[src/cache_pkg.sv]
// shared widths and types for the data cache, imported by every cache module
package cache_pkg;

    //////////////////////////////
    // address and data geometry
    //////////////////////////////

    localparam int ADDR_W     = 20;
    localparam int TAG_W      = 16;                  // address bits 19 to 4
    localparam int WORD_W     = 32;
    localparam int WORD_BYTES = WORD_W / 8;
    localparam int LINE_WORDS = 4;
    localparam int LINE_W     = LINE_WORDS * WORD_W; // 128 bit line
    localparam int WAY_IDX_W  = 3;                   // wide enough for up to 8 ways

    //////////////////////////////
    // data views
    //////////////////////////////

    // one stored word, seen either whole or as its four bytes
    typedef union packed {
        logic [WORD_W-1:0]          word;
        logic [WORD_BYTES-1:0][7:0] bytes;
    } data_word_u;

    //////////////////////////////
    // request and lookup verdict
    //////////////////////////////

    // decoded core request, strobes already qualified by the alignment check
    typedef struct packed {
        logic [TAG_W-1:0]  tag;
        logic [1:0]        word_sel;   // word within the line
        logic [1:0]        byte_sel;   // byte within the word
        logic              byte_acc;
        logic              rd;
        logic              wr;
        logic [WORD_W-1:0] wdata;
    } cache_req_t;

    // lookup result that steers the data array
    typedef struct packed {
        logic                 read_hit;
        logic                 write_hit;
        logic [WAY_IDX_W-1:0] hit_way;
        logic                 refill;     // line from memory is written this cycle
        logic [WAY_IDX_W-1:0] refill_way;
    } lookup_res_t;

endpackage

[src/cache_addr_decode.sv]
// request decoder of the data cache, slices the core address and drops unaligned word accesses
`timescale 1ns/100ps

module cache_addr_decode (
    input  logic                         read_rqst_i,
    input  logic                         write_enable_i,
    input  logic                         rqst_byte_i,
    input  logic [cache_pkg::ADDR_W-1:0] addr_i,
    input  logic [cache_pkg::WORD_W-1:0] wdata_i,
    output cache_pkg::cache_req_t        req_o,
    output logic                         unalign_o
);
    import cache_pkg::*;

    logic access;
    logic unalign;

    assign access  = read_rqst_i | write_enable_i;

    // a word access must sit on a word boundary, a byte access may not
    assign unalign = access & ~rqst_byte_i & (|addr_i[1:0]);

    //////////////////////////////
    // request fields
    //////////////////////////////

    always_comb begin
        req_o.tag      = addr_i[ADDR_W-1:ADDR_W-TAG_W];
        req_o.word_sel = addr_i[3:2];
        req_o.byte_sel = addr_i[1:0];
        req_o.byte_acc = rqst_byte_i;
        req_o.rd       = read_rqst_i & ~unalign;     // misaligned requests never reach lookup
        req_o.wr       = write_enable_i & ~unalign;
        req_o.wdata    = wdata_i;
    end

    assign unalign_o = unalign;

endmodule

[src/cache_lookup.sv]
// tag lookup of the data cache with hit detection, the LRU age matrix and the miss/refill FSM
`timescale 1ns/100ps

module cache_lookup #(
    parameter int NUM_WAYS = 4
) (
    input  logic                         clk_i,
    input  logic                         arst_n_i,
    input  cache_pkg::cache_req_t        req_i,
    input  logic                         kill_i,
    input  logic                         mem_data_ready_i,
    input  logic [cache_pkg::ADDR_W-1:0] mem_addr_i,
    output cache_pkg::lookup_res_t       res_o,
    output logic                         read_miss_o,
    output logic                         rqst_to_mem_o,
    output logic [cache_pkg::ADDR_W-1:0] addr_to_mem_o
);
    import cache_pkg::*;

    localparam int   WAY_W   = $clog2(NUM_WAYS);
    localparam logic ST_IDLE = 1'b0;
    localparam logic ST_WAIT = 1'b1;

    logic                state_q;
    logic [TAG_W-1:0]    tags_q [NUM_WAYS];
    logic [NUM_WAYS-1:0] valid_q;
    logic [TAG_W-1:0]    miss_tag_q;
    logic [NUM_WAYS-1:0] lru_q [NUM_WAYS];
    logic [NUM_WAYS-1:0] lru_d [NUM_WAYS];
    logic [NUM_WAYS-1:0] hit_vec;
    logic [WAY_W-1:0]    hit_way;
    logic [WAY_W-1:0]    victim_way;
    logic [WAY_W-1:0]    mark_way;
    logic [TAG_W-1:0]    mem_tag;
    logic                idle;
    logic                any_hit;
    logic                read_hit;
    logic                write_hit;
    logic                read_miss;
    logic                fill;
    logic                mark_en;

    //////////////////////////////
    // tag compare
    //////////////////////////////

    always_comb begin
        hit_way = '0;
        for (int w = 0; w < NUM_WAYS; w++) begin
            hit_vec[w] = valid_q[w] && (tags_q[w] == req_i.tag);
        end
        for (int w = NUM_WAYS - 1; w >= 0; w--) begin
            if (hit_vec[w]) hit_way = WAY_W'(w);       // lowest matching way wins
        end
    end

    assign idle      = (state_q == ST_IDLE);
    assign any_hit   = |hit_vec;
    assign read_hit  = idle & req_i.rd & any_hit;
    assign write_hit = idle & req_i.wr & any_hit;   // requests in wait are not serviced
    assign read_miss = req_i.rd & ~any_hit;
    assign mem_tag   = mem_addr_i[ADDR_W-1:ADDR_W-TAG_W];
    assign fill      = ~idle & ~kill_i & mem_data_ready_i & (mem_tag == miss_tag_q);

    //////////////////////////////
    // LRU age matrix
    //////////////////////////////

    // the row whose bits are all one is the oldest way
    always_comb begin
        victim_way = '0;
        for (int r = NUM_WAYS - 1; r >= 0; r--) begin
            if (&lru_q[r]) victim_way = WAY_W'(r);
        end
    end

    assign mark_en  = read_hit | write_hit | fill;
    assign mark_way = fill ? victim_way : hit_way;

    always_comb begin
        lru_d = lru_q;
        if (mark_en) begin
            for (int i = 0; i < NUM_WAYS; i++) begin
                lru_d[mark_way][i] = 1'b0;          // clear the row
            end
            for (int i = 0; i < NUM_WAYS; i++) begin
                lru_d[i][mark_way] = 1'b1;          // then set the column
            end
        end
    end

    always_ff @(posedge clk_i or negedge arst_n_i) begin
        if (!arst_n_i) begin
            for (int r = 0; r < NUM_WAYS; r++) begin
                lru_q[r] <= '1;                      // way 0 becomes the first victim
            end
        end else begin
            lru_q <= lru_d;
        end
    end

    //////////////////////////////
    // miss FSM and line state
    //////////////////////////////

    always_ff @(posedge clk_i or negedge arst_n_i) begin
        if (!arst_n_i) begin
            state_q    <= ST_IDLE;
            valid_q    <= '0;
            miss_tag_q <= '0;
            for (int w = 0; w < NUM_WAYS; w++) begin
                tags_q[w] <= '0;
            end
        end else begin
            case (state_q)
                ST_IDLE: if (read_miss) state_q <= ST_WAIT;
                ST_WAIT: if (kill_i || fill) state_q <= ST_IDLE;
                default: state_q <= ST_IDLE;
            endcase
            if (idle && read_miss) miss_tag_q <= req_i.tag;
            if (fill) begin
                valid_q[victim_way] <= 1'b1;
                tags_q[victim_way]  <= miss_tag_q;
            end
        end
    end

    always_comb begin
        res_o.read_hit   = read_hit;
        res_o.write_hit  = write_hit;
        res_o.hit_way    = WAY_IDX_W'(hit_way);
        res_o.refill     = fill;
        res_o.refill_way = WAY_IDX_W'(victim_way);
    end

    assign read_miss_o   = read_miss;
    assign rqst_to_mem_o = ~idle;                   // level held for the whole wait
    assign addr_to_mem_o = {miss_tag_q, {(ADDR_W - TAG_W){1'b0}}};

endmodule

[src/cache_data_array.sv]
// line storage of the data cache, takes refills and write hits and registers the read data
`timescale 1ns/100ps

module cache_data_array #(
    parameter int NUM_WAYS = 4
) (
    input  logic                         clk_i,
    input  logic                         arst_n_i,
    input  cache_pkg::cache_req_t        req_i,
    input  cache_pkg::lookup_res_t       res_i,
    input  logic [cache_pkg::LINE_W-1:0] mem_line_i,
    output logic [cache_pkg::WORD_W-1:0] read_data_o,
    output logic                         read_valid_o,
    output logic                         write_hit_o
);
    import cache_pkg::*;

    localparam int WAY_W = $clog2(NUM_WAYS);

    data_word_u [LINE_WORDS-1:0] lines_q [NUM_WAYS];
    logic [WAY_W-1:0]            hit_way;
    logic [WAY_W-1:0]            fill_way;
    data_word_u                  cur_word;
    data_word_u                  merged_word;
    logic [WORD_W-1:0]           rd_value;
    logic [WORD_W-1:0]           read_data_q;
    logic                        read_valid_q;
    logic                        write_hit_q;

    assign hit_way  = res_i.hit_way[WAY_W-1:0];
    assign fill_way = res_i.refill_way[WAY_W-1:0];
    assign cur_word = lines_q[hit_way][req_i.word_sel];

    //////////////////////////////
    // write merge and read select
    //////////////////////////////

    always_comb begin
        merged_word = cur_word;
        if (req_i.byte_acc) begin
            merged_word.bytes[req_i.byte_sel] = req_i.wdata[7:0];  // other bytes keep their value
        end else begin
            merged_word.word = req_i.wdata;
        end
    end

    always_comb begin
        if (req_i.byte_acc) begin
            rd_value = {{(WORD_W - 8){1'b0}}, cur_word.bytes[req_i.byte_sel]};
        end else begin
            rd_value = cur_word.word;
        end
    end

    //////////////////////////////
    // storage and output registers
    //////////////////////////////

    always_ff @(posedge clk_i) begin
        if (res_i.refill) begin
            lines_q[fill_way] <= mem_line_i;            // whole line from memory
        end else if (res_i.write_hit) begin
            lines_q[hit_way][req_i.word_sel] <= merged_word;
        end
        if (res_i.read_hit) read_data_q <= rd_value;
    end

    always_ff @(posedge clk_i or negedge arst_n_i) begin
        if (!arst_n_i) begin
            read_valid_q <= 1'b0;
            write_hit_q  <= 1'b0;
        end else begin
            read_valid_q <= res_i.read_hit;
            write_hit_q  <= res_i.write_hit;           // one cycle after the write strobe
        end
    end

    assign read_data_o  = read_data_q;
    assign read_valid_o = read_valid_q;
    assign write_hit_o  = write_hit_q;

endmodule

[src/dcache_top.sv]
// top of the four-way data cache, joins decode, lookup and data array to core and memory ports
`timescale 1ns/100ps

module dcache_top #(
    parameter int NUM_WAYS = 4
) (
    input  logic                         clk_i,
    input  logic                         arst_n_i,
    // core side
    input  logic                         read_rqst_i,
    input  logic                         write_enable_i,
    input  logic                         rqst_byte_i,
    input  logic [cache_pkg::ADDR_W-1:0] addr_i,
    input  logic [cache_pkg::WORD_W-1:0] wdata_i,
    input  logic                         kill_i,
    output logic [cache_pkg::WORD_W-1:0] read_data_o,
    output logic                         read_valid_o,
    output logic                         read_miss_o,
    output logic                         write_hit_o,
    output logic                         unalign_o,
    // memory side
    input  logic                         mem_data_ready_i,
    input  logic [cache_pkg::ADDR_W-1:0] mem_addr_i,
    input  logic [cache_pkg::LINE_W-1:0] mem_line_i,
    output logic                         rqst_to_mem_o,
    output logic [cache_pkg::ADDR_W-1:0] addr_to_mem_o
);
    import cache_pkg::*;

    cache_req_t  req;
    lookup_res_t res;

    cache_addr_decode decode_inst (
        .read_rqst_i   (read_rqst_i),
        .write_enable_i(write_enable_i),
        .rqst_byte_i   (rqst_byte_i),
        .addr_i        (addr_i),
        .wdata_i       (wdata_i),
        .req_o         (req),
        .unalign_o     (unalign_o)
    );

    cache_lookup #(.NUM_WAYS(NUM_WAYS)) lookup_inst (
        .clk_i           (clk_i),
        .arst_n_i        (arst_n_i),
        .req_i           (req),
        .kill_i          (kill_i),
        .mem_data_ready_i(mem_data_ready_i),
        .mem_addr_i      (mem_addr_i),
        .res_o           (res),
        .read_miss_o     (read_miss_o),
        .rqst_to_mem_o   (rqst_to_mem_o),
        .addr_to_mem_o   (addr_to_mem_o)
    );

    cache_data_array #(.NUM_WAYS(NUM_WAYS)) data_inst (
        .clk_i       (clk_i),
        .arst_n_i    (arst_n_i),
        .req_i       (req),
        .res_i       (res),
        .mem_line_i  (mem_line_i),
        .read_data_o (read_data_o),
        .read_valid_o(read_valid_o),
        .write_hit_o (write_hit_o)
    );

endmodule

[config.mk]
export PLATFORM = sky130hd
export DESIGN_NAME = dcache_top
export DESIGN_NICKNAME = d
export VERILOG_FILES = /design/src/cache_pkg.sv /design/src/cache_addr_decode.sv /design/src/cache_lookup.sv /design/src/cache_data_array.sv /design/src/dcache_top.sv
export SDC_FILE = /design/constraint.sdc
export NUM_CORES = 1
export LEC_CHECK = 0
export ABC_AREA = 1
export BUFFER_PORTS_ARGS = -buffer_cell sky130_fd_sc_hd__buf_2
export CAP_MARGIN = 20
export CORE_MARGIN = 5
export CORE_UTILIZATION = 45
export CTS_BUF_LIST = sky130_fd_sc_hd__clkbuf_16
export CTS_CLUSTER_DIAMETER = 30
export CTS_CLUSTER_SIZE = 14
export DETAILED_ROUTE_END_ITERATION = 12
export GPL_TIMING_DRIVEN = 0
export SLEW_MARGIN = 20
export SYNTH_ARGS = -nofsm -noshare
export SYNTH_HDL_FRONTEND = slang
export SYNTH_SLANG_ARGS = --single-unit
export TNS_END_PERCENT = 50
[constraint.sdc]
create_clock -name clk_i -period 4.7 [get_ports clk_i]
set_input_delay 0.94 -clock clk_i [delete_from_list [all_inputs] [get_ports clk_i]]
set_output_delay 0.94 -clock clk_i [all_outputs]
set_load 0.02 [all_outputs]
Word-level counts from Yosys, hierarchy flattened. Memories as Yosys holds them, arrays and structs flattened. Cells that the tools add are included.

Output and inout port bits: 57. Register bits after elaboration: 135. Memories: 1. Input bits: 207. RAM bits: 512.

Memory list: data_inst.lines_q (words 4, width 128, rd ports 1, clocked after memory_dff 0, write ports 1, line cache_data_array.sv:20) `data_word_u [LINE_WORDS-1:0] lines_q [NUM_WAYS];`.

Reduce and logical (&&, ||, !) cells: 19. Bitwise gates (word level): 35. Order comparisons: 12. Eq/ne operators: 5. Multiplexer cells: 46.

Operator list (number): 128-bit two-way mux (3); 128-bit OR reduction (1); 32-bit two-way mux (3); 16-bit == test (5); 16-bit AND (4); 32-bit binary-select mux with 2-bit select (1); 64-bit bitwise mux (1); 32-bit demux with 2-bit select (1); 16-bit inverter (4); 32-bit bitwise mux (1); 16-bit demux with 2-bit select (1); 4-bit demux with 2-bit select (4); 8-bit two-way mux (3); 2-bit two-way mux (11); 4-bit bitwise OR (5); 8-bit binary-select mux with 2-bit select (1); 8-bit demux with 2-bit select (1); 16-bit two-way mux (1); 4-bit AND reduction (4); 1-bit AND (12); 2-bit by 3-bit < comparator with 1-bit output, second input constant (4); 1-bit logical AND (11); 1-bit two-way mux (9); 2-bit by 1-bit >= comparator with 1-bit output, second input constant (4); other kinds (12) (22).

Logic depth before layout (Yosys ltp).
Depth in word-level cells: 18. Mapped depth: 24. Gate-level depth less buffers: 22.

Cells and area by module. Synthesis repeated with hierarchy kept, for this count alone.

Cells, all modules: 3510. Area, all modules: 31296.3 µm².

Modules (own cells, without submodules): cache_data_array (cells an instance 2708, area an instance 25256.7 µm², instances 1); cache_lookup (cells an instance 741, area an instance 5605.4 µm², instances 1); cache_addr_decode (cells an instance 61, area an instance 434.2 µm², instances 1).

Worst setup path before layout. No wires, ideal clock.

Path type: input port to flip-flop. Start: in addr_i[6] in the netlist's numbering. End: mem data_inst.lines_q[3][0] in the netlist's numbering (enable). Path buffers: 2. Path slack: 240 ps. Arrival: 4038 ps. Stages: 15. Setup time: 421 ps. Cells stage by stage: buf_2 > xnor2_1 > nand4_1 > nor2_1 > nand3_4 > nand2_2 > nor2_2 > nor2_4 > inv_1 > buf_2 > nand2_1 > o21ai_1 > inv_1 > nand2_1 > nor2_1.

Longest elaborated chain between the ends: 9. Elaborated cells between the ends (all ways): 20. Those cells by class: 4 x eq/ne; 9 x mux; 1 x bitwise; 6 x reduce/logical.

Ends and longest elaborated chain: from (decl) (line dcache_top.sv:13) `input logic [cache_pkg::ADDR_W-1:0] addr_i,`; 16-bit == test (line cache_lookup.sv:50) `hit_vec[w] = valid_q[w] && (tags_q[w] == req_i.tag);`; 1-bit logical AND (line cache_lookup.sv:50); 4-bit OR reduction (line cache_lookup.sv:58) `assign any_hit = |hit_vec;`; 1-bit AND (line cache_lookup.sv:60) `assign write_hit = idle & req_i.wr & any_hit;`; 1-bit two-way mux (line cache_data_array.sv:62) `end else if (res_i.write_hit) begin`; 1-bit two-way mux (line cache_data_array.sv:60) `if (res_i.refill) begin`; 128-bit two-way mux (implied by the code) (line cache_data_array.sv:63) `lines_q[hit_way][req_i.word_sel] <= merged_word;`; 128-bit OR reduction (no line); 2-bit two-way mux (no line) or 128-bit two-way mux (tied branches); to (decl) (line cache_data_array.sv:20).

Several ways; a longest one is shown, not always the timed one.

Final worst setup path.
Start: in addr_i[10] in the netlist's numbering. End: mem data_inst.lines_q[0][44] in the netlist's numbering (data pin).

Longest elaborated chain between the ends: 12. Elaborated cells between the ends (all ways): 24. Those cells by class: 4 x eq/ne; 12 x mux; 1 x bitwise; 6 x reduce/logical; 1 x memory.

Ends and longest elaborated chain: 16-bit == test (line cache_lookup.sv:50); 1-bit logical AND (line cache_lookup.sv:50); 2-bit two-way mux (4 in a row) (line cache_lookup.sv:53) `if (hit_vec[w]) hit_way = WAY_W'(w);`; memory 4 x 128 bit; 32-bit binary-select mux with 2-bit select (line cache_data_array.sv:32) `assign cur_word = lines_q[hit_way][req_i.word_sel];`; 32-bit two-way mux (implied by the code) (line cache_data_array.sv:32); 32-bit bitwise mux (line cache_data_array.sv:41) `merged_word.bytes[req_i.byte_sel] = req_i.wdata[7:0];`; 32-bit two-way mux (line cache_data_array.sv:40) `if (req_i.byte_acc) begin`; 128-bit two-way mux (no line) (*).

Mark *: on every way between the ends. The rest lies on a longest branch, timed or not. The select of a mux whose other input is x is not followed.

==> summary.md <==
| Metric | Value |
|---|---|
| Status | `complete, no violations` |
| # hold bufs at CTS | `0` |
| Post-synthesis sequential element count | `647` |
| Cts bufs inserted | `141` |
| Share of cells above drive strength 1 | `16.7%` |
| Count of input and output buffers | `253` |
| Final-stage net count | `4100` |
| Final min period | `4.57 ns` |
| Placed cell count | `4690` |
| Post-CTS sizing | `0` |
| Final worst-path cycle share | `97.3%` |
| Critical Path Source Type | `input port` |
| Worst-path maximum fanout | `10` |
| Die footprint | `75500 µm²` |
| Category of the most critical setup path | `in2reg` |
| Final WL | `121000 µm` |
| Final RePlAce weighted congestion | `1.03` |
| Endpoint type of the worst setup path | `register` |
| Number of max-slew violations in the final report | `0` |
| Root Buffer | `clkbuf_16` |
| Dominant synthesized flop cell | `edfxtp_1` |
| Vertical extent of the die | `275 µm` |
| Total negative slack for setup checks | `0 ns` |
| Worst Hold Margin | `0.112 ns` |
| Maximum VDD drop | `0.354 mV` |
| Sum of net half-perimeters after detailed placement | `88200 µm` |
| Worst endpoint required time | `5.08 ns` |
| FF+latch area | `18900 µm²` |
| Number of design-rule violations left by the first detailed-router iteration | `3085` |
| CP Data Arrival Time | `4.95 ns` |
| Clock network latency to the later pin of the worst-skew pair | `0.71 ns` |
| Floorplan Core Area | `69800 µm²` |
| Global routing usage on met1 | `42.2%` |
| Clock tree from TritonCTS | `built` |
| Total global routing overflow | `0` |
| Avg Cell Area, Syn | `9.09 µm²` |
| Pin count of the biggest net entering global routing | `78` |
| Routed vias | `27000` |
| Count of buffers added by post-CTS timing repair for setup | `0` |
| Syn Std Cell Area | `31500 µm²` |
| CP top delay family | `simple AND/OR/NAND/NOR gates` |
| Sequential fraction of the synthesis area | `60.1%` |
| Maximum clock skew at final layout | `0.0287 ns` |
| Biggest cell delay along the critical path | `0.54 ns` |
| # clock sinks | `647` |
| Longest Clk Path Bufs | `3` |
| Cell occurring most often along the worst timing path | `nand2_1` |
| Slew headroom | `26.9%` |
| Routed len/inst | `24.5 µm` |
| Avg Vias per Cell | `5.45` |
| Critical-path cell list | `buf_2, inv_1, nor2_1, nor2_1, nand2_1, nor2_1, nand3_1, nand2_2, nand3_2, clkbuf_1, nand3_1, nand2_1, nand2_1, nand2_1, nor2_1, nand2_1, nand2_1, nand2_1, nand2_1, nand2_1` |
| Starting utilization of the core area | `45.2%` |
| Post-synthesis cell type count | `45` |
| Number of global-route vias before repair | `25800` |
| DR pass1 iterations | `6` |
| Transition time at the pin with the least slew margin | `1.10 ns` |
| Global routing usage on met2 | `50.0%` |
| GR Util met3 | `7.27%` |
| Clock H-tree levels | `4` |
| Count of synthesis-stage warnings from yosys | `0` |
| Power per cell area | `425 nW/µm²` |
| Most congested layer reported by global routing | `met2` |
| Total count of hold-check failures in the final report | `0` |
| LEAKAGE | `17.8 nW` |
| DRT antenna net count | `0` |
| Library cell contributing the largest single delay on the critical path | `nand2_1` |
| Post-route insts no fill | `4949` |
| Placed standard-cell area | `34700 µm²` |
| Total global routing track utilization | `31.7%` |
| Die span in x | `275 µm` |
| Post-layout utilization of the core | `56.4%` |
| Drt drc | `0` |
| Finish-stage setup viols | `0` |
| Async set-or-reset flop fraction in the synthesized netlist | `15.9%` |
| Finished Cell Area | `39400 µm²` |
| EDFF count, synth | `544` |
| Layout overhead on the synthesized area | `24.9%` |
| RSZ-0062 raised after global routing | `no` |
| Clock transition time at the flip-flop clock pins of the worst setup and hold paths | `0.04 ns` |
| Number of max-capacitance violations reported | `0` |
| Number of cell rows | `97` |
| Number of buffers and inverters on the critical path | `3` |
| Total area of multi-input combinational cells | `10200 µm²` |
| Maximum clock frequency | `0.219 GHz` |
| Number of ports placed on the die boundary | `264` |
| Synth Instances | `3469` |
| Initial antenna violation count | `3` |
| Filler Cells Inserted | `6280` |
| Class of the tightest hold or removal check | `in2async` |
| Global-route wire length before repair | `171000 µm` |
==> state kept, by name, summed over array words and instances (netlist names), named ones only <==
| signal | count |
|---|---|
| lookup_inst.lru_q | 8 |
| lookup_inst.rqst_to_mem_o | 1 |
| data_inst.read_data_o | 32 |
| lookup_inst.tags_q | 64 |
| data_inst.lines_q | 512 |
| data_inst.write_hit_o | 1 |
| lookup_inst.miss_tag_q | 16 |
| lookup_inst.valid_q | 4 |
| data_inst.read_valid_o | 1 |
==> per-stage QoR <==
stage | power [mW] | worst slack [ns]
after global routing | 17.1 | 0.0170
after floorplan | 6.83 | 0.240
final | 16.7 | 0.128
after global placement | 7.29 | -2.59
after detailed placement | 7.29 | -0.453
after CTS | 16.7 | 0.273
==> cell type report <==
type / count / share of cell area (%)
flip-flops and latches: 647 / 48.1
clock buffers: 144 / 9.15
well taps: 940 / 2.99
inverters: 433 / 4.13
diodes: 3 / 0.0191
clock inverters: 112 / 2.58
repair buffers: 278 / 4.82
plain buffers: 166 / 2.30
multi-input cells: 2226 / 25.9
==> per-layer routing <==
| metal | vias to the layer above | part of all wire, % | wire [µm] |
|---|---|---|---|
| met2 | 1467 | 46 | 55700 |
| met3 | 292 | 10 | 12400 |
| met4 | 4 | 4.4 | 5390 |
| li1 | 12300 | - | - |
| met1 | 12900 | 39 | 47700 |
| met5 | - | 0.020 | 24 |
==> power by group <==
| group | leakage [nW] | internal, mW | total [mW] | switching, mW |
|---|---|---|---|---|
| Clock | 2.33 | 6.23 | 9.50 | 3.27 |
| Sequential | 6.22 | 6.28 | 6.31 | 0.0367 |
| Combinational | 9.26 | 0.239 | 0.908 | 0.669 |
==> synth_stat cells, drive strengths merged (2+ instances only) <==
| cell type | n | share of area, % |
|---|---|---|
| nand2 | 1171 | 14 |
| nand3 | 299 | 4.8 |
| o21ai | 204 | 3.2 |
| nor3b | 3 | 0.071 |
| o21a | 5 | 0.12 |
| o22ai | 8 | 0.16 |
| o31ai | 2 | 0.048 |
| buf | 92 | 2.0 |
| nand3b | 133 | 3.2 |
| clkbuf | 74 | 0.88 |
| o2111ai | 2 | 0.056 |
| inv | 432 | 5.1 |
| a21oi | 27 | 0.43 |
| nor3 | 36 | 0.59 |
| dfrtp | 87 | 6.9 |
| nand4 | 41 | 0.81 |
| o211ai | 9 | 0.23 |
| edfxtp | 544 | 52 |
| xor2 | 2 | 0.056 |
| or2 | 27 | 0.54 |
| nor4 | 13 | 0.26 |
| xnor2 | 15 | 0.42 |
| nor2 | 222 | 2.7 |
| dfstp | 16 | 1.3 |
==> worst paths after layout <==
path                                   startpoint                       end  slack [ns]  depth (start not counted)
setup / recovery                       addr_i[10]  data_inst.lines_q[0][44]        0.13                         20
hold / removal                           arst_n_i    lookup_inst.tags_q[21]        0.11                          1
setup reg to reg           lookup_inst.tags_q[21]  data_inst.lines_q[0][44]        0.46                         20
hold reg to reg              lookup_inst.lru_q[9]      lookup_inst.lru_q[9]        0.45                          2
max in group asynchronous                arst_n_i     lookup_inst.lru_q[12]        3.86                          2
min in group clk_i           lookup_inst.lru_q[9]      lookup_inst.lru_q[9]        0.45                          2
==> kinds of logic after synthesis <==
logic type,after synthesis,synth area share (%)
flops,647,60.1
other cells,1,0.0119
simple gates,1947,27.1
buf+inv,599,8.03
compound gates,258,4.31
xor+xnor,17,0.472
==> cell usage in the layout (no fill, tap or decap), drive strengths merged <==
master	n
nand3	299
bufinv	12
and2	1
o41ai	1
conb	4
edfxtp	544
o31ai	2
o21a	5
inv	463
nand4	41
clkinv	65
xnor2	15
nor4	13
clkinvlp	5
a21oi	27
nand2	1171
o22ai	8
nor3b	3
dfstp	16
and3	1
or2	27
nor3	36
diode	3
dfrtp	87
o21ai	204
nand3b	133
clkbuf	218
xor2	2
buf	370
o2111ai	2
o211ai	9
nor2	222
Note: power is estimated with default switching activity, not from simulation.
